[src/vision_pkg.sv]
package vision_pkg;

    ////////////////////////////////
    // Types
    ////////////////////////////////

    // Pixel coordinate, covers 0..1023
    typedef logic [9:0] coord_t;

    // One U or V sample
    typedef logic [7:0] chroma_t;

    // Display colour channel
    typedef logic [6:0] luma_t;

    // Box area, 11 bits by 11 bits
    typedef logic [21:0] area_t;

    typedef logic [15:0] thresh_t;

    typedef enum logic {
        OVERLAY_OFF = 1'b0,
        OVERLAY_RED = 1'b1
    } overlay_mode_e;

    ////////////////////////////////
    // Frame geometry
    ////////////////////////////////

    localparam int FRAME_W = 640;
    localparam int FRAME_H = 480;

    // Square regions of 160 pixels, row major
    localparam int REGION_SIZE  = 160;
    localparam int REGION_COLS  = 4;
    localparam int REGION_ROWS  = 3;
    localparam int REGION_COUNT = REGION_COLS * REGION_ROWS;

    // Min field value of a region without hits
    localparam coord_t COORD_EMPTY = 10'd641;

    ////////////////////////////////
    // Tracking and filtering
    ////////////////////////////////

    localparam int SAMPLE_PERIOD = 5;
    localparam int CHROMA_TOL = 16;
    localparam thresh_t AREA_THRESH_DEFAULT = 16'd16;

endpackage
[src/box_sampler.sv]
module box_sampler (
    input  logic              clk,
    input  logic              reset,
    input  logic              frame_end_i,
    input  vision_pkg::coord_t min_x_i [vision_pkg::REGION_COUNT],
    input  vision_pkg::coord_t max_x_i [vision_pkg::REGION_COUNT],
    input  vision_pkg::coord_t min_y_i [vision_pkg::REGION_COUNT],
    input  vision_pkg::coord_t max_y_i [vision_pkg::REGION_COUNT],
    output vision_pkg::coord_t min_x_o [vision_pkg::REGION_COUNT],
    output vision_pkg::coord_t max_x_o [vision_pkg::REGION_COUNT],
    output vision_pkg::coord_t min_y_o [vision_pkg::REGION_COUNT],
    output vision_pkg::coord_t max_y_o [vision_pkg::REGION_COUNT]
);
    import vision_pkg::*;

    logic [2:0] frame_cnt;
    logic       latch_now;

    assign latch_now = frame_end_i && (frame_cnt == 3'(SAMPLE_PERIOD - 1));

    always_ff @(posedge clk or posedge reset) begin
        if (reset) begin
            frame_cnt <= '0;
            for (int r = 0; r < REGION_COUNT; r++) begin
                min_x_o[r] <= COORD_EMPTY;
                max_x_o[r] <= '0;
                min_y_o[r] <= COORD_EMPTY;
                max_y_o[r] <= '0;
            end
        end else if (latch_now) begin
            frame_cnt <= '0;
            min_x_o   <= min_x_i;
            max_x_o   <= max_x_i;
            min_y_o   <= min_y_i;
            max_y_o   <= max_y_i;
        end else if (frame_end_i) begin
            frame_cnt <= frame_cnt + 1'b1;
        end
    end

endmodule

[config.mk]
export PLATFORM = sky130hd
export DESIGN_NAME = box_sampler
export DESIGN_NICKNAME = d
export VERILOG_FILES = /design/src/vision_pkg.sv /design/src/box_sampler.sv
export SDC_FILE = /design/constraint.sdc
export NUM_CORES = 1
export LEC_CHECK = 0
export ABC_AREA = 1
export BUFFER_PORTS_ARGS = -buffer_cell sky130_fd_sc_hd__buf_2
export CORE_AREA = 2 2 375 377
export DETAILED_ROUTE_END_ITERATION = 10
export DIE_AREA = 0 0 377 379
export GPL_TIMING_DRIVEN = 0
export PLACE_DENSITY = 0.38
export SLEW_MARGIN = 20
export SYNTH_ARGS = -nofsm -noshare
export SYNTH_HDL_FRONTEND = slang
export SYNTH_SLANG_ARGS = --single-unit
[constraint.sdc]
create_clock -name clk -period 15.4 [get_ports clk]
set_input_delay 0.77 -clock clk [delete_from_list [all_inputs] [get_ports clk]]
set_output_delay 0.77 -clock clk [all_outputs]
set_load 0.01 [all_outputs]
Word level (Yosys, flattened, before mapping)
Index checks and enable logic that the tools add are counted.
{"block": "word_totals", "reg_bits": 483, "input_bits": 483, "output_inout_bits": 480, "wordCells": 55}
{"block": "op_classes", "addsub": 1, "eq_ne": 1, "muxes": 2, "reduce_logical": 2}
{"op": "$mux 3", "count": 2}
{"op": "$add 3x1->3 const B", "count": 1}
{"op": "$eq 3x3->1 const B", "count": 1}
{"op": "$reduce_bool 2->1", "count": 1}
{"op": "$logic_and 1x1->1", "count": 1}

Logic depth before layout (Yosys ltp)
{"block": "logic_depth", "word_depth": 3, "ltp_mapped": 9, "depth_no_buf": 5}

Worst setup path before layout
Ideal clock, no wire load.
{"block": "synth_timing", "kind": "input to register", "start": "input port frame_end_i", "end": "register max_x_o[0] (netlist bit)", "setup_time_ns": 0.119, "arrival_ns": 1.535, "required_ns": 15.281, "setup_slack_ns": 13.746, "stages": 7, "path_buffers": 4, "path_cell_list": "buf_4 > nand3_2 > buf_2 > buf_4 > buf_4 > nand2_1 > nand2_1"}
{"block": "synth_between", "elab_chain_cells": 1}
{"element": "start: declaration", "line_no": "box_sampler.sv:4", "source": "input logic frame_end_i,"}
{"element": "$logic_and 1x1->1", "line_no": "box_sampler.sv:19", "source": "assign latch_now = frame_end_i && (frame_cnt == 3'(SAMPLE_PERIOD - 1));"}
{"element": "end signal: assignment", "line_no": "box_sampler.sv:33", "source": "max_x_o <= max_x_i;"}
{"element": "end: declaration", "line_no": "box_sampler.sv:10", "source": "output vision_pkg::coord_t max_x_o [vision_pkg::REGION_COUNT],"}
No other way between the ends.
A chain may end at the register's enable or synchronous reset.

Worst setup path after layout
{"block": "layout_timing", "start": "register frame_cnt[0]", "end": "register max_y_o[33] (netlist bit)"}
{"block": "layout_between", "elab_chain_cells": 2}
{"element": "start: declaration", "line_no": "box_sampler.sv:16", "source": "logic [2:0] frame_cnt;"}
{"element": "start signal: assignment", "line_no": "box_sampler.sv:37", "source": "frame_cnt <= frame_cnt + 1'b1;"}
{"element": "$eq 3x3->1", "line_no": "box_sampler.sv:19"}
{"element": "$logic_and 1x1->1", "line_no": "box_sampler.sv:19"}
{"element": "end signal: assignment", "line_no": "box_sampler.sv:35", "source": "max_y_o <= max_y_i;"}
{"element": "end: declaration", "line_no": "box_sampler.sv:12", "source": "output vision_pkg::coord_t max_y_o [vision_pkg::REGION_COUNT]"}
No other way between the ends.

==> results.md <==
* Ys async rst share at 1.00
* Global-route wire length before repair at 157000 µm
* Initial antenna violation count at 38
* Vias in the first global route at 20500
* Top-count cell post-synth: nand2_1
* Synthesized net count at 2641
* Top post-synthesis cells by area: dfrtp_1 52%, nand2_1 18%, nand4_1 15%
* Nets@finish at 3675
* Total of max-cap violations at 0
* Number of synthesized flops with an enable pin at 0
* Layout cell share with drive strength beyond 1 at 0.387
* Peak supply drop at 0.0000935 V
* Final ANT Viol Nets at 0
* Clock skew at 25.5 ps
* Fin. Hold Viols at 0
* Synth area leader: dfrtp_1
* Synth Warn # at 0
* Commonest cells in the netlist: 966 x nand2_1, 480 x nand4_1, 411 x dfrtp_1
* Io pins at 963
* Die height at 379 µm
* Vias/cell at 4.00
* Number of distinct library cells after synthesis at 14
* Post-DP HPWL at 89300 µm
* Cts bufs inserted at 66
* CTS max path bufs at 3
* WL final at 115000 µm
* Rows at 137
* Synth Flop Type: dfrtp_1
* Reg2Reg Depth at 8
* Hold buffers post-CTS at 0
* Worst-margin pin slew at 885 ps
* Post-CTS Resized at 0
* Setup violations, final at 0
* Initial core utilization at 0.143
* Fin cells at 5066
* Maximum net fanout on the critical path at 11
* Fmax at 382 MHz
* Drt drc at 0
* CTS tree: done
* Period utilization at 0.170
* Crit path kind: reg2reg
* Multi-input logic area at 6690 µm²
* Static Leak at 15.8 nW
* Flops & latches, synth at 483
* Final Max Tran Viols at 0
* Status: completed
* Die footprint at 143000 µm²
* Crit path from: frame_cnt[0]
* Placer congestion estimate at 0.842
* Via count at 20300
* Post-synthesis cell area at 19900 µm²
* Grt total ovfl at 0
* Clk sinks at 483
* Core ar. at 139000 µm²
* RSZ-0062 raised after global routing: no
* GRT Util Overall at 0.155
* Setup TNS at 0 ps
* Pwr dens at 218 nW/µm²
* DRT Pass-1 Iters at 5
* Min cycle time layout at 2610 ps
* Clock slew at reported path FFs at 60 ps
* PortBufs at 961
* Largest net degree at the start of global routing at 92
* Wire length per cell at 22.7 µm
* Syn-to-layout area delta at 47.4%
* Layout fillers at 15700
* Cells after Synth at 2156
* CP Capture Type: flop
* DR iter-0 viols at 1157
* Register area at 12200 µm²
* DP Cell Count at 4929
* Die W at 377 µm
* Post-CTS setup buffer count at 0
* Worst hold path type: in2async
* Util after Layout at 0.211
* Final Worst Setup Slack at 12790 ps
* Root buffer cell: clkbuf_16
* Post-synth top area share at 0.517
* Setup WS pre-CTS at 12350 ps
* Slew HR at 0.410
* H-tree Lvls at 3
* Startpoint Class: flop
* CP required at 15970 ps
* Syn Area/Cell at 9.22 µm²
* Sequential fraction of the synthesis area at 0.612
* CP arrival at 3190 ps
* Worst skew pair latency at 660 ps
* Critical R2R Launch: frame_cnt[0]
==> stage by stage <==
stage	hold WS, ps	cell area, µm²	power (mW)
global placement	455	27000	4.91
CTS	123	29300	6.52
floorplan	472	19900	3.48
global route	164	29300	6.84
finish	166	29300	6.40
detailed placement	457	27100	4.90
==> worst max-delay path, cell delays in order, from the launching register on <==
cell and delay (ps):
dfrtp_1 410, inv_1 90, ha_1 140, buf_2 330, buf_4 420, buf_2 370
buf_4 240, nand4_1 330, nand2_1 150
==> sequential cells by signal, summed over array words and instances, names as in the netlist <==
| register | count |
|---|---|
| max_x_o | 120 |
| max_y_o | 120 |
| min_x_o | 120 |
| min_y_o | 120 |
| frame_cnt | 3 |
==> cell usage in the layout, fill, tap and decap left out <==
master      instances
inv_8               1
clkinv_4            1
clkinv_2           10
inv_1               3
buf_1               9
nand2_1           966
nand3_2             1
clkinvlp_4          2
clkbuf_8            8
dfstp_2            72
nor2_1              1
clkbuf_1          111
ha_1                2
diode_2            16
clkbuf_16          69
nand3_1             3
inv_6               1
bufinv_16           3
buf_16              5
nand4_1           480
buf_2            1058
dfrtp_1           411
a21oi_1             1
clkinv_8            4
buf_4              21
==> path summary, 6_finish.rpt <==
check	endpoint	slack, ps
min in group clk	min_x_o[97]	310
worst min-delay path	max_x_o[2]	170
worst min register to register	min_y_o[9]	460
worst max register to register	max_y_o[33]	12790
worst max-delay path	max_y_o[33]	12790
max in group asynchronous	min_x_o[87]	13340
==> where the power goes <==
part | internal [mW] | switching (mW)
clock | 0.918 | 0.641
sequential | 1.89 | 0.306
combinational | 0.835 | 1.80
total | 3.64 | 2.75
==> logic make-up after synthesis <==
kind of cell,synth area share
AOI/OAI and AO/OA,0.000251
buffers and inverters,0.0514
DFF,0.612
adders and majority gates,0.00126
and+or+nand+nor,0.335
==> cell type report <==
class | count | share of cell area
Multi-Input combinational cell | 1454 | 0.228
Sequential cell | 483 | 0.416
Antenna cell | 16 | 0.00137
Tap cell | 1807 | 0.0772
Clock inverter | 21 | 0.00811
Buffer | 215 | 0.0344
Clock buffer | 100 | 0.0656
Timing Repair Buffer | 966 | 0.169
Inverter | 4 | 0.000769
==> layer usage <==
metal  vias up  global-route usage  part of all wire  routed length (µm)
li1       9455                   -                 -                   -
met1      9856               0.190              0.41               47200
met2       762               0.255              0.48               54900
met3       155              0.0511             0.085                9820
met4        30              0.0515             0.025                2930
met5         -                   0            0.0016                 180
Power figures use the tool's default switching activity.
