[src/vision_pkg.sv]
package vision_pkg;

    ////////////////////////////////
    // Types
    ////////////////////////////////

    // Pixel coordinate, covers 0..1023
    typedef logic [9:0] coord_t;

    // One U or V sample
    typedef logic [7:0] chroma_t;

    // Display colour channel
    typedef logic [6:0] luma_t;

    // Box area, 11 bits by 11 bits
    typedef logic [21:0] area_t;

    typedef logic [15:0] thresh_t;

    typedef enum logic {
        OVERLAY_OFF = 1'b0,
        OVERLAY_RED = 1'b1
    } overlay_mode_e;

    ////////////////////////////////
    // Frame geometry
    ////////////////////////////////

    localparam int FRAME_W = 640;
    localparam int FRAME_H = 480;

    // Square regions of 160 pixels, row major
    localparam int REGION_SIZE  = 160;
    localparam int REGION_COLS  = 4;
    localparam int REGION_ROWS  = 3;
    localparam int REGION_COUNT = REGION_COLS * REGION_ROWS;

    // Min field value of a region without hits
    localparam coord_t COORD_EMPTY = 10'd641;

    ////////////////////////////////
    // Tracking and filtering
    ////////////////////////////////

    localparam int SAMPLE_PERIOD = 5;
    localparam int CHROMA_TOL = 16;
    localparam thresh_t AREA_THRESH_DEFAULT = 16'd16;

endpackage
[src/box_area_filter.sv]
module box_area_filter (
    input  logic               clk,
    input  logic               reset,
    input  vision_pkg::thresh_t area_thresh_i,
    input  vision_pkg::coord_t  min_x_i [vision_pkg::REGION_COUNT],
    input  vision_pkg::coord_t  max_x_i [vision_pkg::REGION_COUNT],
    input  vision_pkg::coord_t  min_y_i [vision_pkg::REGION_COUNT],
    input  vision_pkg::coord_t  max_y_i [vision_pkg::REGION_COUNT],
    output vision_pkg::coord_t  min_x_o [vision_pkg::REGION_COUNT],
    output vision_pkg::coord_t  max_x_o [vision_pkg::REGION_COUNT],
    output vision_pkg::coord_t  min_y_o [vision_pkg::REGION_COUNT],
    output vision_pkg::coord_t  max_y_o [vision_pkg::REGION_COUNT],
    output logic               box_valid_o [vision_pkg::REGION_COUNT]
);
    import vision_pkg::*;

    thresh_t     thresh_eff;
    logic [10:0] box_w [REGION_COUNT];
    logic [10:0] box_h [REGION_COUNT];
    area_t       box_area [REGION_COUNT];
    logic        box_exists [REGION_COUNT];
    logic        box_keep [REGION_COUNT];

    // Zero on the threshold input selects the default
    assign thresh_eff = (area_thresh_i == '0) ? AREA_THRESH_DEFAULT : area_thresh_i;

    always_comb begin
        for (int r = 0; r < REGION_COUNT; r++) begin
            box_exists[r] = (min_x_i[r] != COORD_EMPTY) && (min_y_i[r] != COORD_EMPTY) &&
                            (max_x_i[r] >= min_x_i[r]) && (max_y_i[r] >= min_y_i[r]);
            box_w[r]    = 11'(max_x_i[r]) - 11'(min_x_i[r]) + 11'd1;
            box_h[r]    = 11'(max_y_i[r]) - 11'(min_y_i[r]) + 11'd1;
            box_area[r] = area_t'(box_w[r]) * area_t'(box_h[r]);
            box_keep[r] = box_exists[r] && (box_area[r] >= area_t'(thresh_eff));
        end
    end

    always_ff @(posedge clk or posedge reset) begin
        if (reset) begin
            for (int r = 0; r < REGION_COUNT; r++) begin
                min_x_o[r]     <= COORD_EMPTY;
                max_x_o[r]     <= '0;
                min_y_o[r]     <= COORD_EMPTY;
                max_y_o[r]     <= '0;
                box_valid_o[r] <= 1'b0;
            end
        end else begin
            min_x_o     <= min_x_i;
            max_x_o     <= max_x_i;
            min_y_o     <= min_y_i;
            max_y_o     <= max_y_i;
            box_valid_o <= box_keep;
        end
    end

endmodule

[config.mk]
export PLATFORM = sky130hd
export DESIGN_NAME = box_area_filter
export DESIGN_NICKNAME = d
export VERILOG_FILES = /design/src/vision_pkg.sv /design/src/box_area_filter.sv
export SDC_FILE = /design/constraint.sdc
export NUM_CORES = 2
export LEC_CHECK = 0
export BUFFER_PORTS_ARGS = -buffer_cell sky130_fd_sc_hd__buf_2
export CORE_UTILIZATION = 55
export CTS_CLUSTER_DIAMETER = 40
export DETAILED_ROUTE_END_ITERATION = 8
export GPL_ROUTABILITY_DRIVEN = 0
export GPL_TIMING_DRIVEN = 1
export PLACE_DENSITY = 0.76
export SETUP_SLACK_MARGIN = 0.4
export SLEW_MARGIN = 15
export SYNTH_ARGS = -nofsm -noshare
export SYNTH_HDL_FRONTEND = slang
export SYNTH_SLANG_ARGS = --single-unit
export TNS_END_PERCENT = 30
[constraint.sdc]
create_clock -name clk -period 17.6 [get_ports clk]
set_clock_uncertainty 0.05 [all_clocks]
set_input_delay 0.88 -clock clk [delete_from_list [all_inputs] [get_ports clk]]
set_output_delay 0.88 -clock clk [all_outputs]
set_load 0.03 [all_outputs]
# [Word level (Yosys, flattened, before mapping)]
# Index checks and enable logic that the tools add are counted.
[op_classes] addsub=48 mul=12 order_cmp=36 n_eq_ne=24 mux=1 n_reduce_logical=49
[ops] operator="11-bit by 1-bit adder with 11-bit output (second input constant)" count=24
[ops] operator="22-bit by 16-bit >= comparator with 1-bit output" count=12
[ops] operator="11-bit by 11-bit multiplier with 22-bit output" count=12
[ops] operator="10-bit by 10-bit subtractor with 11-bit output" count=24
[ops] operator="10-bit >= comparator" count=24
[ops] operator="10-bit != test (second input constant)" count=24
[ops] operator="1-bit logical AND" count=48
[ops] operator="16-bit zero test" count=1
[ops] operator="16-bit 2-to-1 mux" count=1
[totals] reg_bits=492 out_inout_bits=492 wordCells=230

# [Logic depth before layout (Yosys ltp)]
[depth] depth_word=5 mapped_depth=39 ltp_nobuf=38

# [Worst setup path before layout]
# No wires, ideal clock.
[synth_timing] path_type="input to register" start="input min_x_i[81] (netlist bit)" end="register box_valid_o[8] (netlist bit)" setup_ns=0.129 t_arrival_ns=8.844 required_ns=17.421 slack_ns=8.576 cell_stages=35 n_path_buf=0 path_cell_list="inv_1 > ha_1 > inv_1 > ha_1 > fa_1 > nor2b_1 > o21ai_0 > a21oi_1 > o21ai_0 > a21oi_1 > o21a_1 > o21a_1 > or3_1 > fa_1 > inv_1 > fa_1 > fa_1 > fa_1 > inv_1 > fa_1 > inv_1 > ha_1 > a21o_1 > a21oi_2 > or4b_1 > and2_2 > xnor2_1 > ha_1 > and4_1 > a32o_1 > o21ai_0 > nand4b_1 > a31oi_1 > o2111ai_1 > o41a_1"
[synth_rtl] item="start, declared" line="box_area_filter.sv:5" text="input vision_pkg::coord_t min_x_i [vision_pkg::REGION_COUNT],"
[synth_rtl] item="end signal, assigned" line="box_area_filter.sv:52" text="box_valid_o <= box_keep;"
[synth_rtl] item="end, declared" line="box_area_filter.sv:13" text="output logic box_valid_o [vision_pkg::REGION_COUNT]"

==> results.sh <==
export IMPL_finalSetupTns_ns=0
export IMPL_status="finished clean"
export IMPL_ys_warn_count=0
export IMPL_grt_overflow=0
export IMPL_antenna_found_initial=20
export IMPL_yosysMostFrequentCell="inv_1"
export IMPL_drt_first_pass_iters=8
export IMPL_coreArea_mm2=0.1498
export IMPL_synth_nets=12113
export IMPL_maxSlewViolCount=0
export IMPL_syn_avg_cell_area_um2=9.106
export IMPL_rows=142
export IMPL_hpwl_mm=184.3
export IMPL_grt_max_degree=91
export IMPL_dr_total_vias=67277
export IMPL_area_delta_synth_final_pct=12.02
export IMPL_critPathRequiredTime_ns=18.10
export IMPL_ys_seq_area_share_pct=14.94
export IMPL_synth_top_area_share_pct=26.04
export IMPL_synth_cell_types=83
export IMPL_grt_pass1_vias=71198
export IMPL_die_w_um=390.6
export IMPL_die_h_um=390.6
export IMPL_critPathArrivalTime_ns=10.10
export IMPL_nets=13085
export IMPL_rsz0062_at_grt="false"
export IMPL_crit_type="input pin to flip-flop"
export IMPL_cts_buffers=72
export IMPL_routed_wl_mm=223.2
export IMPL_setup_viol=0
export IMPL_syn_cell_area_mm2=0.08303
export IMPL_clockBufferDepth=3
export IMPL_hold_violations=0
export IMPL_drc=0
export IMPL_cts_num_sinks=492
export IMPL_vias_per_cell=5.528
export IMPL_critPathMostFrequentCell="fa_1"
export IMPL_min_period_ns=9.595
export IMPL_grt_first_pass_wirelength_mm=361.2
export IMPL_tightestPinTransition_ns=1.249
export IMPL_worst_setup_path_end_kind="flip-flop"
export IMPL_cap_violations=0
export IMPL_synth_largest_area_cell="fa_1"
export IMPL_path_max_fanout=11
export IMPL_num_io_pins=990
export IMPL_first_iter_violations=4368
export IMPL_slowest_stage="xnor2_1"
export IMPL_crit_buf_inv=6
export IMPL_synth_edf_count=0
export IMPL_min_delay_path_class="input pin to flip-flop"
export IMPL_post_cts_setup_buffer_count=0
export IMPL_period_share_pct=54.52
export IMPL_drive_gt1_share_pct=12.91
export IMPL_syn_inst=9119
export IMPL_fmax_mhz=104.2
export IMPL_start_util_pct=55.44
export IMPL_path_clk_slew_ns=0.06
export IMPL_synth_top_cells_by_count="2026 x inv_1, 1416 x ha_1, 1080 x fa_1"
export IMPL_critPathMaxStageDelay_ns=0.71
export IMPL_avgRoutedWirePerCell_um=18.34
export IMPL_ys_dominant_reg_cell="dfrtp_1"
export IMPL_maxSlewHeadroom_pct=15.99
export IMPL_crit_family="adder cells"
export IMPL_cts_tree="done"
export IMPL_ys_seq_elements=492
export IMPL_cts_hold_repair_buffers=0
export IMPL_numPortBuffers=989
export IMPL_synth_area_top_cells="fa_1 26%, ha_1 21%, dfrtp_1 13%, inv_1 9.2%, nor2_1 2.6%"
export IMPL_clock_root_buffer="clkbuf_16"
export IMPL_dieArea_mm2=0.1525
export IMPL_htreeDepth=3
export IMPL_postSynth_asyncResetShare_pct=100.0
export IMPL_grt_use_total_pct=29.58
export IMPL_start_kind="input pin"
export IMPL_cts_resized=0
export IMPL_final_antenna_net_count=0
==> per-stage QoR <==
step	utilization, %	std cells	worst slack, ns	hold slack [ns]	instance area, µm²
after global placement	60.32	12033	7.618	0.9496	90350
after global routing	62.10	12168	7.614	0.2139	93010
after floorplan	-	9119	3.056	0.8345	83030
after detailed placement	60.32	12033	7.491	0.9498	90350
final	62.10	12171	8.005	0.2549	93020
after CTS	62.10	12167	8.185	0.1906	93010
==> layout by cell type (no fill, tap or decap), types with 69 or more instances in the layout <==
cell type | Yosys | routed
xnor2_1 | 248 | 248
nand2b_1 | 261 | 261
a31oi_1 | 69 | 69
a21o_1 | 110 | 110
dfstp_2 | 72 | 72
ha_1 | 1416 | 1416
o21bai_1 | 104 | 104
nand3_1 | 98 | 98
xor2_1 | 162 | 162
nor2b_1 | 141 | 141
and2_1 | 198 | 198
fa_1 | 1080 | 1080
a21oi_1 | 344 | 344
clkbuf_16 | 0 | 72
inv_1 | 2026 | 2025
o21ai_0 | 231 | 231
buf_2 | 0 | 989
nor2_1 | 586 | 586
nand2_1 | 584 | 584
nor3_1 | 113 | 113
dfrtp_1 | 420 | 420
==> metal layers <==
layer / up-vias / track usage [%] / part of all wire [%]
li1: 31085 / - / -
met1: 33101 / 35.87 / 39
met2: 2486 / 50.63 / 48
met3: 595 / 6.108 / 7.7
met4: 10 / 12.94 / 4.7
met5: - / 0 / 0.022
==> path summary, 6_finish.rpt <==
kind,start,endpoint,slack [ns],depth (start not counted)
max,min_x_i[82],box_valid_o[8],8.01,34
min,min_x_i[89],min_x_o[89],0.25,1
max in group asynchronous,reset,max_y_o[1],14.16,5
min in group asynchronous,reset,min_x_o[95],0.30,2
==> sequential cells by signal, indices dropped and copies added, names as in the netlist <==
| signal | count |
|---|---|
| min_x_o | 120 |
| min_y_o | 120 |
| box_valid_o | 12 |
| max_x_o | 120 |
| max_y_o | 120 |
==> kinds of logic (layout without fill, tap and decap cells) <==
family | after synthesis | count (layout) | synth area share [%]
multiplexers | 20 | 20 | 0.2562
buffers and inverters | 2164 | 3196 | 9.803
XOR/XNOR | 410 | 410 | 4.325
AO/OA/AOI/OAI | 1235 | 1235 | 9.677
flip-flops | 492 | 492 | 14.94
AND/OR/NAND/NOR | 2302 | 2302 | 13.63
other | 0 | 4 | 0
adder cells (fa/ha/maj) | 2496 | 2496 | 47.38
==> area by class of cell <==
| cell class | count | area (µm²) |
|---|---|---|
| antenna | 4 | 10.01 |
| clock buffer | 90 | 1959 |
| clock inverter | 44 | 695.7 |
| fill | 12468 | 56760 |
| inverter | 2026 | 7612 |
| multi-input combinational | 6463 | 62510 |
| sequential | 492 | 12400 |
| tap | 2016 | 2522 |
| timing repair buffer | 1036 | 5303 |
Power is not shown: default switching activity piles up to over one toggle a cycle in this logic, so the estimate is an artifact.
