File: src/vision_pkg.sv
package vision_pkg;

    ////////////////////////////////
    // Types
    ////////////////////////////////

    // Pixel coordinate, covers 0..1023
    typedef logic [9:0] coord_t;

    // One U or V sample
    typedef logic [7:0] chroma_t;

    // Display colour channel
    typedef logic [6:0] luma_t;

    // Box area, 11 bits by 11 bits
    typedef logic [21:0] area_t;

    typedef logic [15:0] thresh_t;

    typedef enum logic {
        OVERLAY_OFF = 1'b0,
        OVERLAY_RED = 1'b1
    } overlay_mode_e;

    ////////////////////////////////
    // Frame geometry
    ////////////////////////////////

    localparam int FRAME_W = 640;
    localparam int FRAME_H = 480;

    // Square regions of 160 pixels, row major
    localparam int REGION_SIZE  = 160;
    localparam int REGION_COLS  = 4;
    localparam int REGION_ROWS  = 3;
    localparam int REGION_COUNT = REGION_COLS * REGION_ROWS;

    // Min field value of a region without hits
    localparam coord_t COORD_EMPTY = 10'd641;

    ////////////////////////////////
    // Tracking and filtering
    ////////////////////////////////

    localparam int SAMPLE_PERIOD = 5;
    localparam int CHROMA_TOL = 16;
    localparam thresh_t AREA_THRESH_DEFAULT = 16'd16;

endpackage
File: src/skin_pixel_capture.sv
module skin_pixel_capture (
    input  logic               clk,
    input  logic               reset,
    input  logic               vsync_i,
    input  logic               href_i,
    input  logic               pix_stb_i,
    input  vision_pkg::chroma_t u_i,
    input  vision_pkg::chroma_t v_i,
    input  vision_pkg::chroma_t u_ref_i,
    input  vision_pkg::chroma_t v_ref_i,
    output logic               hit_stb_o,
    output logic               frame_end_o,
    output vision_pkg::coord_t  hit_x_o,
    output vision_pkg::coord_t  hit_y_o
);
    import vision_pkg::*;

    logic   href_q;
    logic   vsync_q;
    logic   href_fall;
    logic   vsync_rise;
    coord_t x_cnt;
    coord_t y_cnt;
    logic   chroma_match;
    logic   in_frame;
    logic   pix_hit;

    function automatic chroma_t abs_diff(input chroma_t a, input chroma_t b);
        return (a >= b) ? (a - b) : (b - a);
    endfunction

    assign href_fall  = href_q & ~href_i;
    assign vsync_rise = vsync_i & ~vsync_q;

    // Both chroma channels inside the tolerance window
    assign chroma_match = (abs_diff(u_i, u_ref_i) <= CHROMA_TOL) &&
                          (abs_diff(v_i, v_ref_i) <= CHROMA_TOL);

    assign in_frame = (x_cnt < FRAME_W) && (y_cnt < FRAME_H);
    assign pix_hit  = pix_stb_i && href_i && in_frame && chroma_match;

    always_ff @(posedge clk or posedge reset) begin
        if (reset) begin
            href_q      <= 1'b0;
            vsync_q     <= 1'b0;
            x_cnt       <= '0;
            y_cnt       <= '0;
            hit_stb_o   <= 1'b0;
            frame_end_o <= 1'b0;
        end else begin
            href_q      <= href_i;
            vsync_q     <= vsync_i;
            hit_stb_o   <= pix_hit;
            frame_end_o <= vsync_rise;

            // Counters stop at the frame edge so overlong lines stay out of range
            if (href_fall) begin
                x_cnt <= '0;
            end else if (pix_stb_i && href_i && (x_cnt < FRAME_W)) begin
                x_cnt <= x_cnt + 1'b1;
            end

            if (vsync_rise) begin
                y_cnt <= '0;
            end else if (href_fall && (y_cnt < FRAME_H)) begin
                y_cnt <= y_cnt + 1'b1;
            end
        end
    end

    // Position of the strobed pixel, qualified by hit_stb_o
    always_ff @(posedge clk) begin
        hit_x_o <= x_cnt;
        hit_y_o <= y_cnt;
    end

endmodule

File: config.mk
export PLATFORM = sky130hd
export DESIGN_NAME = skin_pixel_capture
export DESIGN_NICKNAME = d
export VERILOG_FILES = /design/src/vision_pkg.sv /design/src/skin_pixel_capture.sv
export SDC_FILE = /design/constraint.sdc
export NUM_CORES = 1
export LEC_CHECK = 0
export ABC_AREA = 1
export ABC_CLOCK_PERIOD_IN_PS = 2100
export BUFFER_PORTS_ARGS = -buffer_cell sky130_fd_sc_hd__buf_2
export CAP_MARGIN = 20
export CORE_MARGIN = 3
export CORE_UTILIZATION = 54
export DETAILED_ROUTE_END_ITERATION = 12
export GPL_TIMING_DRIVEN = 1
export PLACE_DENSITY = 0.8
export SYNTH_ARGS = -nofsm -noshare
export SYNTH_HDL_FRONTEND = slang
export SYNTH_SLANG_ARGS = --single-unit
export TNS_END_PERCENT = 100
File: constraint.sdc
create_clock -name clk -period 2.1 [get_ports clk]
set_input_delay 0.315 -clock clk [delete_from_list [all_inputs] [get_ports clk]]
set_output_delay 0.315 -clock clk [all_outputs]
set_load 0.1 [all_outputs]
---- After elaboration in Yosys (flattened, before gate mapping) ----
Cells that the tools add are included.
word-level totals
  bits of input ports ..................... 37
  logic and storage cells ................. 39
  register bits after elaboration ......... 44
  output and inout port bits .............. 22
cells by class
  muxes and demuxes ....................... 6
  add/sub/neg operators ................... 6
  magnitude comparators ................... 6
  reduce and logical (&&, ||, !) cells .... 9
  bitwise gates (word level) .............. 4
operators by type and width
  cell                                                                              number
  10-bit 2-to-1 mux                                                                 4
  8-bit subtractor                                                                  4
  10-bit by 1-bit adder with 10-bit output, second input constant                   2
  8-bit >= comparator                                                               2
  8-bit by 5-bit less-or-equal comparator with 1-bit output, second input constant  2
  8-bit 2-to-1 mux                                                                  2
  10-bit < comparator, second input constant                                        1
  10-bit by 9-bit < comparator with 1-bit output, second input constant             1
  1-bit logical AND                                                                 7
  2-bit nonzero test                                                                2
  1-bit AND                                                                         2
  1-bit inverter                                                                    2

---- Longest topological paths before layout ----
  depth in word-level cells ............... 5
  depth in mapped cells ................... 16
  mapped depth without buffers ............ 16

---- Worst setup path after synthesis ----
OpenSTA, ideal clock, no wires.
  path kind ............................... in2reg
  from .................................... input port v_i[3]
  to ...................................... register hit_stb_o
  path buffers ............................ 0
  data arrival time ....................... 1500 ps
  required time ........................... 2029 ps
  setup time .............................. 71 ps
  setup slack ............................. 528 ps
  cell stages on the path ................. 11
  cells stage by stage .................... inv_1 ha_1 a21oi_1 nand3_1 a21oi_1 nand2_1 nor2_1 nand2_1 nand2_1 nand2_1 nor2_1
between the ends
  longest elaborated chain between the ends .. 5
  elaborated cells on any way between the ends .. 7
  those cells by class .................... 2 x add/sub; 2 x order compare; 1 x mux; 2 x reduce/logical
ends and longest elaborated chain
  element                                                         line                      source
  start: declaration                                              skin_pixel_capture.sv:8   input vision_pkg::chroma_t v_i,
  8-bit subtractor / 8-bit >= comparator (equally long branches)  skin_pixel_capture.sv:29  return (a >= b) ? (a - b) : (b - a);
  8-bit 2-to-1 mux *                                              skin_pixel_capture.sv:29
  8-bit by 5-bit less-or-equal comparator with 1-bit output *     skin_pixel_capture.sv:37  (abs_diff(v_i, v_ref_i) <= CHROMA_TOL);
  1-bit logical AND *                                             skin_pixel_capture.sv:36  assign chroma_match = (abs_diff(u_i, u_ref_i) <= CHROMA_TOL) &&
  1-bit logical AND *                                             skin_pixel_capture.sv:40  assign pix_hit = pix_stb_i && href_i && in_frame && chroma_match;
  via pix_hit                                                     skin_pixel_capture.sv:26  logic pix_hit;
  end signal: assignment                                          skin_pixel_capture.sv:53  hit_stb_o <= pix_hit;
  end: declaration                                                skin_pixel_capture.sv:11  output logic hit_stb_o,
Mark *: on every way through the listed nets, which the timed path passes. The rest lies on a longest branch.
A chain may end at the register's enable or synchronous reset.

---- Final worst setup path ----
  from .................................... input port u_i[2]
  to ...................................... register hit_stb_o
between the ends
  longest elaborated chain between the ends .. 5
  elaborated cells on any way between the ends .. 7
  those cells by class .................... 2 x add/sub; 2 x order compare; 1 x mux; 2 x reduce/logical
ends and longest elaborated chain
  element                                                         line                      source
  start: declaration                                              skin_pixel_capture.sv:7   input vision_pkg::chroma_t u_i,
  8-bit subtractor / 8-bit >= comparator (equally long branches)  skin_pixel_capture.sv:29
  8-bit 2-to-1 mux *                                              skin_pixel_capture.sv:29
  8-bit by 5-bit less-or-equal comparator with 1-bit output *     skin_pixel_capture.sv:36
  1-bit logical AND *                                             skin_pixel_capture.sv:36
  1-bit logical AND *                                             skin_pixel_capture.sv:40
  via pix_hit                                                     skin_pixel_capture.sv:26
Marks and branches as above.

==> impl_metrics.ini <==
[critical_path]
required_ns = 2.33
startpoint_type = primary input
end_kind = flop
r2r_slack_ns = 0.55
cp_cell_sequence = buf_2 -> inv_1 -> ha_1 -> a21oi_2 -> nand2_1 -> nand2_1 -> nand2_1 -> nand2_1 -> nand2_1 -> nor2_1 -> nand3_1 -> nand2_1 -> inv_1 -> nor2_1
critPathLaunch = u_i[2]
crit_slowest_cell = ha_1
worstRegToRegCells = 7
path_common_cell = nand2_1
endpoint = hit_stb_o$_DFF_PP0_
rr_endpoint = x_cnt[9]$_DFFE_PP0P_
r2r-start = x_cnt[8]$_DFFE_PP0P_
cp_slowest_stage_delay_ns = 0.40
crit_type = primary input to flop
cp_max_fo = 8
arrival_ns = 1.82

[global_routing]
gr-usage-all-layers_pct = 19.82
grt_start_max_net_pins = 25
antenna_found_initial = 0
grt_pass1_wl_um = 10830
first_global_vias = 2721
overflow = 0

[sta]
setup_violations = 0
hold_viol_final = 0
period_minus_slack_ns = 1.591
slew_violations = 0
rsz0062_at_grt = false
slew_headroom_pct = 66.72
clock-skew-final_ns = 0.006082
timing.fmax_ghz = 0.6287
worstMarginPinSlew_ns = 0.5027
fin_crit_sh_pct = 75.74
fin_tns_setup_ns = 0

[place]
port-buffer-count = 58
globalplace.congestion = 0.8962
dp_hpwl_um = 5342

[cts]
cts_tree = built
path_clk_slew_ns = 0.08
htreeDepth = 2
clock_latency_ns = 0.29
postCtsSetupBuffers = 0
cts_root_buf = clkbuf_8
cts_hold_buf = 0
numCtsBuffers = 5
post_cts_resize_count = 0
clock_path_buffers = 2
clock_sinks = 44

[synthesis]
synth_top_area_share_pct = 18.94
mappedNetlistArea_um2 = 3171
synthTopCellsByArea = dfrtp_1 (19%), nand2_1 (15%), dfxtp_1 (13%)
ys_ff_latch = 44
syn_inst = 462
yosysWarnings = 0
syn-num-nets = 531
ys_seq_area_share_pct = 31.57
syn_area_per_cell_um2 = 6.863
yosys.area.top_type = dfrtp_1
ys_types = 37

[finish]
regArea_um2 = 1001
n_antenna_cell = 0
area_delta_synth_final_pct = 14.68
multi_input_area_um2 = 1778
fillers = 537
utilization_pct = 64.84
final_layout_size_suffix_gt1_share_pct = 16.89
nNetsFinal = 595

[die]
die-area_um2 = 6827
die_height_um = 82.63
fp.dieW_um = 82.63
rows = 27
core_area_um2 = 5608
pin_count = 59
start_util_pct = 56.54

[detailed_routing]
viasPerCell = 4.937
post-route-drc-count = 0
wl_per_cell_um = 10.83
num_vias = 2957
drt_wl_total_um = 6487
dr.first_iter.drc_count = 128
ant_nets = 0
dr.pass1.iters = 4

[pwr]
p_per_area_nw_per_um2 = 634.0
power_leakage_nw = 2.150
ir_drop_v = 0.0005837

[worst_hold_path]
hold_class = primary input to async pin

[status]
run_status = completed

[run]
drv_cap = 0
[final cells by class]
class | instances | share of cell area [%]
multi-input combinational | 316 | 48.90
tap | 72 | 2.478
timing repair buffer | 59 | 8.190
inverter | 100 | 10.32
sequential | 44 | 27.53
clock inverter | 1 | 0.2065
clock buffer | 7 | 2.374
[logic make-up (layout without fill, tap and decap cells)]
kind of cell	after synthesis	in the layout	share of synthesized area, %
adder cells (fa/ha/maj)	32	32	12.63
AND/OR/NAND/NOR	232	232	33.03
flip-flops	44	44	31.57
buffers and inverters	102	167	12.35
XOR/XNOR	7	7	1.934
AO/OA/AOI/OAI	45	45	8.485
[worst min path at each step]
stage,cells past startpoint,slack [ns],endpoint,start
final,3,0.05,x_cnt[8]$_DFFE_PP0P_,reset
after CTS,3,0.06,hit_stb_o$_DFF_PP0_,reset
after global placement,0,0.35,hit_y_o[8]$_DFF_P_,y_cnt[8]$_DFFE_PP0P_
after detailed placement,0,0.35,hit_y_o[8]$_DFF_P_,y_cnt[8]$_DFFE_PP0P_
after global routing,3,0.09,href_q$_DFF_PP0_,reset
after floorplan,1,0.33,frame_end_o$_DFF_PP0_,reset
[per-layer routing]
layer	global-route usage, %	vias to the layer above	part of all wire [%]
met5	0	-	0
met1	23.28	1336	43
met4	4.575	0	0.97
met2	36.86	54	51
met3	3.905	7	4.8
li1	-	1560	-
[power breakdown]
part	switching, W	internal (W)
combinational	0.000589	0.000238
clock	0.000274	0.000267
sequential	0.0000350	0.000901
[synth_stat cells]
| cell type | number |
|---|---|
| clkinv_1 | 1 |
| o21ai_1 | 1 |
| dfxtp_1 | 20 |
| or2_4 | 1 |
| nor3_2 | 2 |
| buf_6 | 1 |
| dfrtp_1 | 24 |
| inv_2 | 3 |
| o21bai_1 | 2 |
| nand2_1 | 129 |
| o21ai_2 | 1 |
| a21oi_2 | 2 |
| o21bai_2 | 1 |
| nor3b_1 | 3 |
| clkbuf_2 | 1 |
| nor3_4 | 1 |
| nand2_4 | 2 |
| nor3_1 | 9 |
| or2_1 | 1 |
| nand3_4 | 1 |
| nor2_2 | 4 |
| nor2_1 | 27 |
| xor2_1 | 7 |
| a21o_1 | 1 |
| inv_1 | 96 |
| nand3_1 | 42 |
| o21ai_0 | 10 |
| nand2_2 | 3 |
| o21bai_4 | 1 |
| nand3_2 | 1 |
| nand3b_1 | 1 |
| a41oi_1 | 1 |
| nand2b_1 | 1 |
| a21oi_1 | 24 |
| a31oi_1 | 1 |
| ha_1 | 32 |
| nand4_1 | 4 |
[cells in the final DEF (no fill, tap or decap), types with 2 or more instances in the layout]
cell        n
o21ai_0    10
nand4_1     4
a21oi_1    24
nor3b_1     3
nand2_2     3
dfrtp_1    24
nand2_1   129
dfxtp_1    20
nor2_1     27
nand2_4     2
clkbuf_8    6
nand3_1    42
xor2_1      7
nor3_1      9
o21bai_1    2
inv_2       3
inv_1      96
nor2_2      4
a21oi_2     2
nor3_2      2
buf_2      58
ha_1       32
[worst max-delay path: cells and delay by family]
| kind | cells | cell delay [ns] |
|---|---|---|
| AOI/OAI and AO/OA | 1 | 0.17 |
| adders and majority gates | 1 | 0.40 |
| buffers and inverters | 3 | 0.17 |
| and+or+nand+nor | 9 | 0.76 |
[through the flow]
step                setup slack (ns)  area [um2]  std cells  hold WS [ns]  total power (W)
global route                  0.3170        3636        599       0.08645         0.002461
global placement              0.2836        3542        591        0.3531         0.001759
finish                        0.5094        3636        599       0.04991         0.002305
CTS                           0.5454        3636        599       0.05667         0.002321
detailed placement            0.2363        3542        591        0.3526         0.001781
floorplan                     0.5284        3171        462        0.3296         0.001607
[flip-flops by register name (all words and copies together), names as in the netlist]
name and cells:
frame_end_o 1, hit_stb_o 1, href_q 1, y_cnt 10, x_cnt 10, hit_x_o 10
hit_y_o 10, vsync_q 1
(Power assumes the default switching activity.)
