==> config.mk <==
export PLATFORM = sky130hd
export DESIGN_NAME = box_overlay
export DESIGN_NICKNAME = d
export VERILOG_FILES = /design/src/vision_pkg.sv /design/src/box_overlay.sv
export SDC_FILE = /design/constraint.sdc
export NUM_CORES = 1
export LEC_CHECK = 0
export ABC_CLOCK_PERIOD_IN_PS = 800
export CAP_MARGIN = 20
export CORE_AREA = 2 2 212 214
export CTS_CLUSTER_DIAMETER = 50
export DETAILED_ROUTE_END_ITERATION = 6
export DIE_AREA = 0 0 214 216
export DONT_BUFFER_PORTS = 1
export GPL_ROUTABILITY_DRIVEN = 0
export SLEW_MARGIN = 15
export SYNTH_ARGS = -nofsm -noshare
export SYNTH_HDL_FRONTEND = slang
export SYNTH_SLANG_ARGS = --single-unit
==> constraint.sdc <==
create_clock -name clk -period 0.8 [get_ports clk]
set_input_delay 0 -clock clk [delete_from_list [all_inputs] [get_ports clk]]
set_output_delay 0 -clock clk [all_outputs]
set_load 0.005 [all_outputs]
==> src/vision_pkg.sv <==
package vision_pkg;

    ////////////////////////////////
    // Types
    ////////////////////////////////

    // Pixel coordinate, covers 0..1023
    typedef logic [9:0] coord_t;

    // One U or V sample
    typedef logic [7:0] chroma_t;

    // Display colour channel
    typedef logic [6:0] luma_t;

    // Box area, 11 bits by 11 bits
    typedef logic [21:0] area_t;

    typedef logic [15:0] thresh_t;

    typedef enum logic {
        OVERLAY_OFF = 1'b0,
        OVERLAY_RED = 1'b1
    } overlay_mode_e;

    ////////////////////////////////
    // Frame geometry
    ////////////////////////////////

    localparam int FRAME_W = 640;
    localparam int FRAME_H = 480;

    // Square regions of 160 pixels, row major
    localparam int REGION_SIZE  = 160;
    localparam int REGION_COLS  = 4;
    localparam int REGION_ROWS  = 3;
    localparam int REGION_COUNT = REGION_COLS * REGION_ROWS;

    // Min field value of a region without hits
    localparam coord_t COORD_EMPTY = 10'd641;

    ////////////////////////////////
    // Tracking and filtering
    ////////////////////////////////

    localparam int SAMPLE_PERIOD = 5;
    localparam int CHROMA_TOL = 16;
    localparam thresh_t AREA_THRESH_DEFAULT = 16'd16;

endpackage
==> src/box_overlay.sv <==
module box_overlay (
    input  logic                     clk,
    input  logic                     reset,
    input  vision_pkg::overlay_mode_e mode_i,
    input  vision_pkg::coord_t        draw_x_i,
    input  vision_pkg::coord_t        draw_y_i,
    input  vision_pkg::luma_t         luma_i,
    input  vision_pkg::coord_t        min_x_i [vision_pkg::REGION_COUNT],
    input  vision_pkg::coord_t        max_x_i [vision_pkg::REGION_COUNT],
    input  vision_pkg::coord_t        min_y_i [vision_pkg::REGION_COUNT],
    input  vision_pkg::coord_t        max_y_i [vision_pkg::REGION_COUNT],
    input  logic                     box_valid_i [vision_pkg::REGION_COUNT],
    output vision_pkg::luma_t         red_o,
    output vision_pkg::luma_t         green_o,
    output vision_pkg::luma_t         blue_o
);
    import vision_pkg::*;

    logic span_x [REGION_COUNT];
    logic span_y [REGION_COUNT];
    logic edge_hit [REGION_COUNT];
    logic on_edge;
    logic paint;

    ////////////////////////////////
    // Edge test over all regions
    ////////////////////////////////

    always_comb begin
        on_edge = 1'b0;
        for (int r = 0; r < REGION_COUNT; r++) begin
            span_x[r] = (draw_x_i >= min_x_i[r]) && (draw_x_i <= max_x_i[r]);
            span_y[r] = (draw_y_i >= min_y_i[r]) && (draw_y_i <= max_y_i[r]);
            // Horizontal edges, then vertical edges
            edge_hit[r] = box_valid_i[r] &&
                          ((((draw_y_i == min_y_i[r]) || (draw_y_i == max_y_i[r])) && span_x[r]) ||
                           (((draw_x_i == min_x_i[r]) || (draw_x_i == max_x_i[r])) && span_y[r]));
            on_edge = on_edge | edge_hit[r];
        end
    end

    assign paint = on_edge && (mode_i == OVERLAY_RED);

    ////////////////////////////////
    // Output colour
    ////////////////////////////////

    always_ff @(posedge clk or posedge reset) begin
        if (reset) begin
            red_o   <= '0;
            green_o <= '0;
            blue_o  <= '0;
        end else if (paint) begin
            red_o   <= '1;
            green_o <= '0;
            blue_o  <= '0;
        end else begin
            red_o   <= luma_i;
            green_o <= luma_i;
            blue_o  <= luma_i;
        end
    end

endmodule

Yosys cells after proc, flatten, opt, wreduce, memory -nomap -nowiden
Index checks and enable logic that the tools add are counted.

Order comparisons: 48. Equal/unequal tests: 48. Multiplexer cells: 2. Bitwise logic cells: 11. Reduce and logical (&&, ||, !) cells: 97.

Operators by type and width (number): 10-bit equality test (48); 10-bit >= comparator (24); 10-bit <= comparator (24); 1-bit logical AND (61); 1-bit logical OR (36); 7-bit two-way mux (2); 1-bit bitwise OR (11).

Flip-flop bits (word level): 14. Input port bits: 522. Output and inout bits: 21. Word-level logic and storage cells: 208.

Logic depth before layout (Yosys ltp)
Gate-level depths: netlist (run 1).

Depth in word-level cells: 18. Mapped depth: 11. Depth with buffers taken out: 10.

Worst setup path after synthesis (run 1)
No wires, ideal clock.

Path kind: input -> register. Start: input draw_y_i[0]. End: register green_o[3]. Data arrival time: 2.624 ns. Required time: 0.732 ns. Setup slack: -1.892 ns. Stages: 11. Cell sequence: inv_1 ha_1 nand2b_1 a21oi_1 nor3_1 a2111oi_2 nor4_1 a2111o_1 nor4_4 buf_6 a41o_1.

Word-level cells in the longest chain between the ends: 18. Elaborated cells on any way between the ends: 133. Those cells by class: 24 x order compare; 24 x eq/ne; 1 x mux; 11 x bitwise; 73 x reduce/logical.

RTL lines: start: declaration (RTL line box_overlay.sv:6) `input vision_pkg::coord_t draw_y_i,`; 10-bit >= comparator (tied with other cells) (RTL line box_overlay.sv:33) `span_y[r] = (draw_y_i >= min_y_i[r]) && (draw_y_i <= max_y_i[r]);`; 1-bit logical AND or 1-bit logical OR (tied branches) (RTL line box_overlay.sv:33, box_overlay.sv:36); 1-bit logical AND, on equally long branches (RTL line box_overlay.sv:37, box_overlay.sv:36); 1-bit logical OR (RTL line box_overlay.sv:36) `((((draw_y_i == min_y_i[r]) || (draw_y_i == max_y_i[r])) && span_x[r]) ||`; 1-bit logical AND (RTL line box_overlay.sv:35) `edge_hit[r] = box_valid_i[r] &&`; 1-bit bitwise OR (10 in series) (RTL line box_overlay.sv:38) `on_edge = on_edge | edge_hit[r];`; 1-bit bitwise OR (*) (RTL line box_overlay.sv:38); 1-bit logical AND (*) (RTL line box_overlay.sv:42) `assign paint = on_edge && (mode_i == OVERLAY_RED);`; 7-bit two-way mux (*) (RTL line box_overlay.sv:53) `end else if (paint) begin`; end signal: assignment (RTL line box_overlay.sv:59) `green_o <= luma_i;`; end: declaration (RTL line box_overlay.sv:14) `output vision_pkg::luma_t green_o,`.

Mark *: on every way between the ends. The rest lies on a longest branch, timed or not.

Final worst setup path (run 1)
Start: input draw_x_i[0]. End: register green_o[3].

Word-level cells in the longest chain between the ends: 18. Elaborated cells on any way between the ends: 133. Those cells by class: 24 x order compare; 24 x eq/ne; 1 x mux; 11 x bitwise; 73 x reduce/logical.

RTL lines: start: declaration (RTL line box_overlay.sv:5) `input vision_pkg::coord_t draw_x_i,`; 10-bit >= comparator (tied with other cells) (RTL line box_overlay.sv:32) `span_x[r] = (draw_x_i >= min_x_i[r]) && (draw_x_i <= max_x_i[r]);`; 1-bit logical AND or 1-bit logical OR (tied branches) (RTL line box_overlay.sv:32, box_overlay.sv:37); 1-bit logical AND, on equally long branches (RTL line box_overlay.sv:36, box_overlay.sv:37); 1-bit logical OR (RTL line box_overlay.sv:36); 1-bit logical AND (RTL line box_overlay.sv:35); 1-bit bitwise OR (10 in series) (RTL line box_overlay.sv:38); 1-bit bitwise OR (*) (RTL line box_overlay.sv:38); 1-bit logical AND (*) (RTL line box_overlay.sv:42); 7-bit two-way mux (*) (RTL line box_overlay.sv:53).

Marked as above.

==> impl_results.md, run 1 <==
* Initial antenna violation count at 1
* Final setup viols at 14
* P_leak at 8.756 nW
* Failing checks: negative hold slack, negative setup slack
* Die X at 214 um
* Crit-path slowest cell: a2111o_1
* Post-synthesis net count at 2,760
* Drt pass-1 iters at 5
* Critical path class: in2reg
* Crit. Startpoint: draw_x_i[0]
* FILL cells at between 4,000 and 5,000
* CP arrival at 2.59 ns
* Worst Max-Slew Pin Slew at 0.6371 ns
* Crit end category: register
* Top fanout value on the critical path at 7
* Ys Warns at 0
* Outcome: complete, but fails checks
* Grt ovf at 0
* Seq/Total Area, Yosys at 0.02734
* Final setup margin at -1.618 ns
* Drt drc at 0
* Max_cap viols at 0
* CP max stage delay at 0.46 ns
* Largest net degree at the start of global routing at 25
* CTS tree: built
* Async S/R FF share, synth at 1.000
* Port bufs at 0
* CP Launch Type: input pin
* Wl on met1 at 23,640 um
* Fin crit period at ~2.4 ns
* Worst slew margin at 0.5643
* Overall Global Routing Usage at 0.2140
* Core Box Area at 0.04384 sq mm
* TritonCTS buffer count at 3
* Layout area overhead at 19.07%
* Min Hold Slack at -0.01847 ns
* H-Tree Depth at 1
* HP Class: in2reg
* Total Wirelength at 52,010 um
* Root buf cell: clkbuf_16
* Synth Register Bits at 14
* Most Frequent Cell on Critical Path: buf_12
* Clk buf depth at 2
* CTS clk-pin slew, worst paths at 0.05 ns
* Achievable Freq at 413.5 MHz
* PwrDens at roughly 560 mW/mm^2
* Avg Cell Area, Syn at roughly 7.3 sq um
* DP HPWL at 43,280 um
* Hold Fails Final Rpt at 1
* Placed Instance Area at about 0.015 sq mm
* Tcrit/Tclk final at 3.023
* Final Instance Area at about 0.015 sq mm
* Max Slew Vio Count at 0
* Post-Layout Cell Count at approximately 2,500
* Cell Rows at 77
* Nets at 2,900
* Cell count after synthesis at 1,758
* Worst Path Buf+Inv at 6
* DR vias/cell at 5.306
* Die area at 0.04622 sq mm
* Total clock sinks at 14
* Post-synth EDFFs at 0
* Multi-input logic area at 0.01107 sq mm
* Detailed Route Iter0 Violations at 584
* Predominant post-synthesis flop cell: dfrtp_1
* FF+latch area at 350.3 sq um
* RSZ-0062 raised after global routing: yes
* DR WL met3 at 2646 um
* CP delay by family, top: compound AO/OA/AOI/OAI gates
* I/O pins at 543
* Vias in the first global route at 13,500
* Dpl ws at -2.137 ns
* Share of layout cells above drive strength 1 at 0.1102
* Metal2 WL at 24,530 um
* Via count at 13,210
* Hold Crit Start: luma_i[5]
* Highest routed metal layer: met4
* Initial Util at 0.2923
* Cell Chain, Critical Path: clkinvlp_4 > buf_12 > buf_12 > buf_6 > ha_2 > nor2b_1 > o21a_1 > o21ai_2 > a211oi_2 > o31ai_2 > a2111o_1 > nor4_4 > buf_6 > buf_12 > a41o_1
* Worst vdd ir at 0.6191 mV
* Post-route ant nets at 0
* Die H at 216 um
* Critical Path RT at between 0.9 and 1 ns
* Syn Std Cell Area at ~0.013 sq mm
* Post-DR wirelength/cell at 20.89 um
* First-pass GRT wire length at about 77,000 um
* Dpl cells at between 2,000 and 2,500
* Netlist cell types at 57
## final cells by class
type,instances,share of cell area
well taps,592,0.04855
flip-flops and latches,14,0.02296
repair buffers,145,0.08176
diodes,1,0.0001640
inverters,467,0.1154
multi-input cells,1267,0.7254
clock buffers,4,0.005823
## where the power goes
part / switching [mW] / internal, mW / total [mW] / leakage [nW]
Clock: 0.296 / 0.758 / 1.05 / 0.0442
Combinational: 3.42 / 3.27 / 6.69 / 8.55
Sequential: 0.0492 / 0.759 / 0.808 / 0.163
## logic make-up after synthesis
logic type | synth area share
buffers and inverters | 0.1424
adders and majority gates | 0.4687
DFF | 0.02734
and+or+nand+nor | 0.1559
AOI/OAI and AO/OA | 0.2056
## cells in the mapped netlist, types with 2 or more instances
cell type  instances  area share
ha_1             480        0.47
inv_1            467        0.14
a21oi_1          139       0.054
nand4_1           81       0.040
nand2_1           71       0.021
nor2_1            63       0.018
o21ai_0           62       0.024
a21o_1            57       0.033
nor3_1            40       0.016
nand3_1           39       0.015
nand2b_1          30       0.015
nor2b_1           28       0.014
a211oi_1          27       0.016
a31oi_1           16      0.0078
dfrtp_1           14       0.027
o21bai_1          12      0.0070
nor4_1             9      0.0044
o21a_1             9      0.0053
and3_1             8      0.0039
buf_4              7      0.0041
o211ai_1           7      0.0041
o221ai_1           7      0.0048
a2111oi_0          6      0.0041
a221oi_1           6      0.0041
o2111ai_1          6      0.0041
a21boi_0           5      0.0029
o31ai_1            5      0.0029
a311oi_1           4      0.0027
a41o_2             4      0.0035
and4_1             4      0.0027
o41ai_1            4      0.0027
a31o_2             3      0.0021
a41o_1             3      0.0023
a2111oi_2          2      0.0023
a211o_1            2      0.0014
a21bo_2            2      0.0016
a221o_1            2      0.0016
and2_1             2     0.00098
clkbuf_1           2     0.00059
nand3b_1           2      0.0012
o2111a_1           2      0.0018
o22ai_1            2     0.00098
o31a_1             2      0.0014
or3_1              2     0.00098
## sequential cells by signal, indices dropped and copies added, names as in the netlist
register and flops:
green_o 7, red_o 7
## repair_timing
item                                    in CTS  in global routing
setup buffers                                9                  0
endpoints found under the setup margin      14                 14
hold buffers                                 9                  1
endpoints found under the hold margin       28                  2
gates cloned                                 2                  0
resized for setup                           42                 33
pin swaps                                   24                 18
## routing by layer
metal | GRT usage | up-vias
met5 | 0 | -
met4 | 0.05082 | 0
met3 | 0.02565 | 91
met2 | 0.3749 | 488
met1 | 0.2783 | 6184
li1 | - | 6448
## cell usage in the layout, fill, tap and decap left out, types with 8 or more instances in the layout
master / n
ha_4: 8
o21a_1: 9
nor2_1: 62
a211oi_1: 25
inv_1: 464
dfrtp_1: 14
and3_1: 8
ha_1: 471
nand2b_1: 28
nand2_1: 71
nor2b_1: 27
nor3_1: 34
a31oi_1: 13
nor4_1: 8
a21oi_1: 134
nand3_1: 39
buf_4: 123
o21bai_1: 12
dlygate4sd3_1: 10
nand4_1: 81
o21ai_0: 57
a21o_1: 57
## stage by stage
step                      TNS, ns  utilization  power [mW]
after global routing       -23.55       0.3481       9.629
after floorplan            -23.55            -       5.096
after global placement     -28.88       0.3313       6.708
final                      -21.99       0.3481       8.553
after detailed placement   -29.54       0.3313       7.051
after CTS                  -22.59       0.3427       8.373
## path summary, 6_finish.rpt
check / end / slack [ns] / cells past startpoint
min in group asynchronous: red_o[3]$_DFF_PP0_ / 0.26 / 2
max in group asynchronous: green_o[0]$_DFF_PP0_ / 0.17 / 2
worst min-delay path: red_o[5]$_DFF_PP0_ / -0.02 / 2
worst max-delay path: green_o[3]$_DFF_PP0_ / -1.62 / 15
(Power assumes the default switching activity.)
==> inputs of run 2 (changes only) <==
==> constraint.sdc (replaced) <==
create_clock -name clk -period 0.8 [get_ports clk]
set_input_delay 0.12 -clock clk [delete_from_list [all_inputs] [get_ports clk]]
set_output_delay 0.12 -clock clk [all_outputs]
set_load 0.005 [all_outputs]
==> run 2 against run 1 <==
Effect of this change:
- the flow finishes with violations (negative setup slack)
- die area unchanged
- worst hold slack better by 0.051 ns
- via count decreased by 0.26%
- flip-flop and latch count unchanged
- non-clock buffer count fell by 13
- fmax fell by 0.28%
- global-route usage down 0.29 points
- final cell count shrank 0.48%
- utilization decreased by 0.30 points
==> impl_results.md, run 2 (same netlist as run 1, synthesis figures left out) <==
* Total clock sinks at 14
* Total Wirelength at just over 50,000 um
* Final setup viols at 14
* P_leak at between 8 and 9 nW
* Grt ovf at 0
* Setup TNS at -22.47 ns
* H-Tree Depth at 1
* Root buf cell: clkbuf_16
* Fin crit period at 2.425 ns
* Via count at 13,180
* Die area at about 0.046 sq mm
* Worst Max-Slew Pin Slew at 0.5307 ns
* Dpl cells at 2,465
* First-pass GRT wire length at 76,060 um
* Max Slew Vio Count at 0
* Placed Instance Area at 0.01454 sq mm
* Failing checks: negative setup slack
* CP arrival at 2.61 ns
* Worst slew margin at 0.6435
* CTS tree: built
* Share of layout cells above drive strength 1 at 0.1104
* Drt pass-1 iters at 5
* Layout area overhead at 18.04%
* CP Launch Type: input pin
* Final setup margin at -1.625 ns
* Post-DR wirelength/cell at 20.77 um
* Top fanout value on the critical path at 7
* CTS clk-pin slew, worst paths at 0.05 ns
* Worst hold stages at 2
* RSZ-0062 raised after global routing: yes
* Cell Rows at 77
* Die H at between 200 and 250 um
* Clk buf depth at 2
* Multi-input logic area at 0.01105 sq mm
* Largest net degree at the start of global routing at 25
* Overall Global Routing Usage at 0.2111
* Die X at 214 um
* Vias in the first global route at around 13,000
* DR vias/cell at 5.318
* FILL cells at around 4,600
* Initial Util at 0.2923
* Worst vdd ir at 0.5702 mV
* PwrDens at 555.3 mW/mm^2
* Critical Path RT at slightly below 1 ns
* DP HPWL at approximately 43,000 um
* Post-route ant nets at 0
* Outcome: complete, but fails checks
* Commonest cells after routing, fill and taps aside: 470 x ha_1, 464 x inv_1, 131 x a21oi_1
* Core Box Area at 0.04384 sq mm
* Achievable Freq at 412.4 MHz
* FF+latch area at 350.3 sq um
* Nets at 2,887
* Initial antenna violation count at 3
* Final Instance Area at about 0.015 sq mm
* Final Core Density at 0.3450
* Tcrit/Tclk final at 3.031
* Drt drc at 0
* Port bufs at 0
* I/O pins at 543
* Commonest non-fill, non-tap cell in the layout: ha_1
* Min Hold Slack at 0.03238 ns
* Crit end category: register
* Hold Fails Final Rpt at 0
* Post-Layout Cell Count at roughly 2,500
* Largest regs: green_o: 7 flops, red_o: 7 flops
* Critical path class: in2reg
* Max_cap viols at 0
* TritonCTS buffer count at 3
* Detailed Route Iter0 Violations at 640
* HP Class: in2reg
==> run 2: cell types whose count changed in the layout (fill, tap and decap cells not counted), moves of 2 or more <==
cell | previous run | this run
a21oi_1 | 134 | 131
a21oi_2 | 4 | 7
a311oi_1 | 1 | 3
a311oi_2 | 3 | 0
buf_16 | 2 | 0
buf_4 | 123 | 117
buf_6 | 3 | 5
dlygate4sd3_1 | 10 | 1
nand2b_1 | 28 | 26
nand2b_4 | 2 | 4
nor3_1 | 34 | 36
==> run 2: timing repair <==
action / CTS / global route
pin swaps: 2 / 32
hold buffers: 1 / 0
gates resized for setup: 28 / 49
endpoints found under the hold margin: 14 / 0
cloned: 1 / 1
setup endpoints to repair: 14 / 30
buffers inserted: 4 / 1
==> run 2: area by class of cell <==
| class | instances | share of cell area |
|---|---|---|
| well taps | 592 | 0.04897 |
| clock buffers | 4 | 0.005874 |
| flip-flops and latches | 14 | 0.02316 |
| diodes | 2 | 0.0003309 |
| multi-input cells | 1267 | 0.7306 |
| inverters | 467 | 0.1166 |
| repair buffers | 132 | 0.07437 |
==> run 2: per-stage QoR <==
step	power [mW]	setup slack [ns]
6_report	8.399	-1.625
5_1_grt	9.453	-1.728
4_1_cts	8.227	-1.749
3_5_place_dp	7.048	-2.115
3_3_place_gp	6.701	-2.081
2_1_floorplan	5.096	-1.845
==> run 2: routing by layer <==
layer / track usage / vias up / part of all wire
met5: 0 / - / 0
met4: 0.06340 / 0 / 0.033
met3: 0.02988 / 124 / 0.055
met2: 0.3585 / 524 / 0.46
met1: 0.2759 / 6110 / 0.45
li1: - / 6419 / -
==> run 2: worst paths after layout <==
kind,start,to
setup / recovery,draw_x_i[0],green_o[6]$_DFF_PP0_
hold / removal,luma_i[0],red_o[0]$_DFF_PP0_
max in group asynchronous,reset,red_o[1]$_DFF_PP0_
min in group asynchronous,reset,green_o[4]$_DFF_PP0_
==> run 2: where the power goes <==
group	total (mW)	leakage (nW)	internal, mW	switching [mW]
registers	0.806	0.163	0.759	0.0465
logic	6.54	8.48	3.20	3.34
clock network	1.05	0.0442	0.757	0.291
total	8.40	8.69	4.72	3.68
==> run 2: worst max-delay path, stage by stage <==
cell	delay [ns]
clkinvlp_4	0.08
buf_12	0.16
buf_6	0.13
ha_2	0.16
nand2b_4	0.13
a21oi_2	0.13
a2111oi_2	0.05
o21ai_1	0.25
buf_4	0.17
a221oi_2	0.05
a2111o_1	0.43
nor4_4	0.29
buf_6	0.15
buf_12	0.12
a41o_2	0.17
==> inputs of run 3 (changes only) <==
RECOVER_POWER = 25   (was default)
SETUP_SLACK_MARGIN = 0.4   (was default)
==> run 3 against run 2 <==
Effect of this change:
- the run ends with negative hold slack, negative setup slack left
- largest power group unchanged
- largest cell class unchanged
- flip-flop and latch count did not move
- combinational power fell by 2%
- count of clock-buffer cells in the layout did not move
- fmax fell by 4.9%
- sequential power barely moved
==> impl_results.md, run 3 (same netlist as run 1, synthesis figures left out) <==
* Total clock sinks at 14
* Achievable Freq at 392.1 MHz
* Sw Share at 0.4355
* Post-DR wirelength/cell at 20.60 um
* Clk buf depth at 2
* Via count at 13,090
* Clock group share of total power at 0.126
* Seq pwr share at 0.097
* CP Launch Type: input pin
* PwrDens at 552.0 mW/mm^2
* Die X at ~210 um
* Post-Layout Cell Count at ~2,500
* Drt pass-1 iters at 5
* HP Class: in2async
* Max_cap viols at 0
* Placed Instance Area at ~0.015 sq mm
* P_leak at 8.647 nW
* Worst vdd ir at about 0.59 mV
* Initial antenna violation count at 3
* Top fanout value on the critical path at 7
* Detailed Route Iter0 Violations at 664
* NetSw at around 3.6 mW
* CP arrival at between 2 and 3 ns
* Outcome: complete, but fails checks
* Final setup viols at 14
* TritonCTS buffer count at 3
* Crit end category: register
* Worst Max-Slew Pin Slew at approximately 0.65 ns
* Failing checks: negative hold slack, negative setup slack
* DP HPWL at 42,860 um
* First-pass GRT wire length at roughly 75,000 um
* Core Box Area at 0.04384 sq mm
* I/O pins at approximately 540
* Grt ovf at 0
* Cell Rows at 77
* FILL cells at 4,663
* Drt drc at 0
* Post-route ant nets at 0
* Total Wirelength at 50,970 um
* CTS tree: built
* Comb pwr share at 0.776
* Final Instance Area at 0.01500 sq mm
* Hold Fails Final Rpt at 14
* Critical Path RT at around 0.98 ns
* Internal power at 4.676 mW
* Min Hold Slack at -0.2026 ns
* Die H at 216 um
* H-Tree Depth at 1
* Commonest non-fill, non-tap cell in the layout: ha_1
* Critical path class: in2reg
* Port bufs at 0
* Worst slew margin at 0.5570
* Vias in the first global route at 13,300
* Max Slew Vio Count at 0
* Dpl cells at 2,461
* Commonest cells after routing, fill and taps aside: 471 x ha_1, 465 x inv_1, 136 x a21oi_1
* DR vias/cell at 5.291
* Fin crit period at 2.551 ns
* Share of layout cells above drive strength 1 at 0.1001
* Largest net degree at the start of global routing at 25
* CTS clk-pin slew, worst paths at 0.05 ns
* Layout area overhead at 17.10%
* Nets at 2,882
* Root buf cell: clkbuf_16
* Largest regs: green_o: 7 flops, red_o: 7 flops
* Die area at about 0.046 sq mm
* Final setup margin at -1.751 ns
* Initial Util at 0.2923
* RSZ-0062 raised after global routing: yes
* Overall Global Routing Usage at 0.2105
* Tcrit/Tclk final at 3.188
-- run 3: cell count changes in the layout (fill, tap and decap cells not counted), sizes merged --
cell         delta
buf             -3
clkbuf          -1
clkinvlp        -1
diode           +1
dlygate4sd3     -1
inv             +1
-- run 3: path summary, 6_finish.rpt --
path                        startpoint                    to  slack (ns)
hold / removal                   reset    red_o[3]$_DFF_PP0_       -0.20
min in group clk             luma_i[0]    red_o[0]$_DFF_PP0_        0.03
max in group asynchronous        reset    red_o[6]$_DFF_PP0_        0.66
setup / recovery           draw_x_i[0]  green_o[2]$_DFF_PP0_       -1.75
-- run 3: worst max-delay path: stages --
cell and delay (ns):
clkinvlp_4 0.13, buf_16 0.18, ha_2 0.16, nor2b_1 0.12, o211ai_1 0.11, a211oi_2 0.23, a2111oi_2 0.08, o2111a_2 0.32
or4_4 0.52, nor4_4 0.27, buf_6 0.18, buf_12 0.13, a41o_2 0.17
-- run 3: repair_timing --
| action | 4_1_cts | 5_1_grt |
|---|---|---|
| setup endpoints to repair | 35 | 35 |
| resized for setup | 40 | 15 |
| hold endpoints to repair | 14 | 14 |
| pin swaps | 34 | 12 |
| setup buffers | 3 | 1 |
| cloned | 2 | 0 |
-- run 3: routing by layer --
layer / vias to the layer above / part of all wire / track usage
li1: 6427 / - / -
met1: 6043 / 0.44 / 0.2666
met2: 506 / 0.46 / 0.3590
met3: 114 / 0.059 / 0.03214
met4: 0 / 0.038 / 0.07925
met5: - / 0 / 0
-- run 3: power by group through the flow --
| stage | Clock, mW | Sequential [mW] | Combinational [mW] |
|---|---|---|---|
| finish | 1.05 | 0.805 | 6.43 |
| global route | 1.07 | 0.808 | 7.49 |
| CTS | 1.06 | 0.806 | 6.34 |
| detailed placement | 0 | 0.816 | 6.15 |
| global placement | 0 | 0.816 | 5.83 |
| floorplan | 0 | 0.799 | 4.32 |
-- run 3: cell type report --
type | count | area, sq um | area share
clock buffer | 4 | 88.84 | 0.005921
sequential | 14 | 350.3 | 0.02335
timing repair buffer | 127 | 1067 | 0.07113
antenna | 3 | 7.507 | 0.0005003
inverter | 467 | 1760 | 0.1173
multi-input combinational | 1267 | 10990 | 0.7324
tap | 592 | 740.7 | 0.04937
-- run 3: metrics by stage --
step                  util  setup TNS [ns]  total power, mW  worst slack, ns  hold slack, ns
global route        0.3423          -25.74            9.371           -1.850         -0.1546
global placement    0.3308          -32.40            6.647           -2.343         0.05670
finish              0.3423          -24.33            8.283           -1.751         -0.2026
CTS                 0.3393          -24.20            8.202           -1.764         -0.1936
floorplan                -          -25.23            5.115           -1.845        0.009219
detailed placement  0.3308          -32.58            6.963           -2.358         0.06018
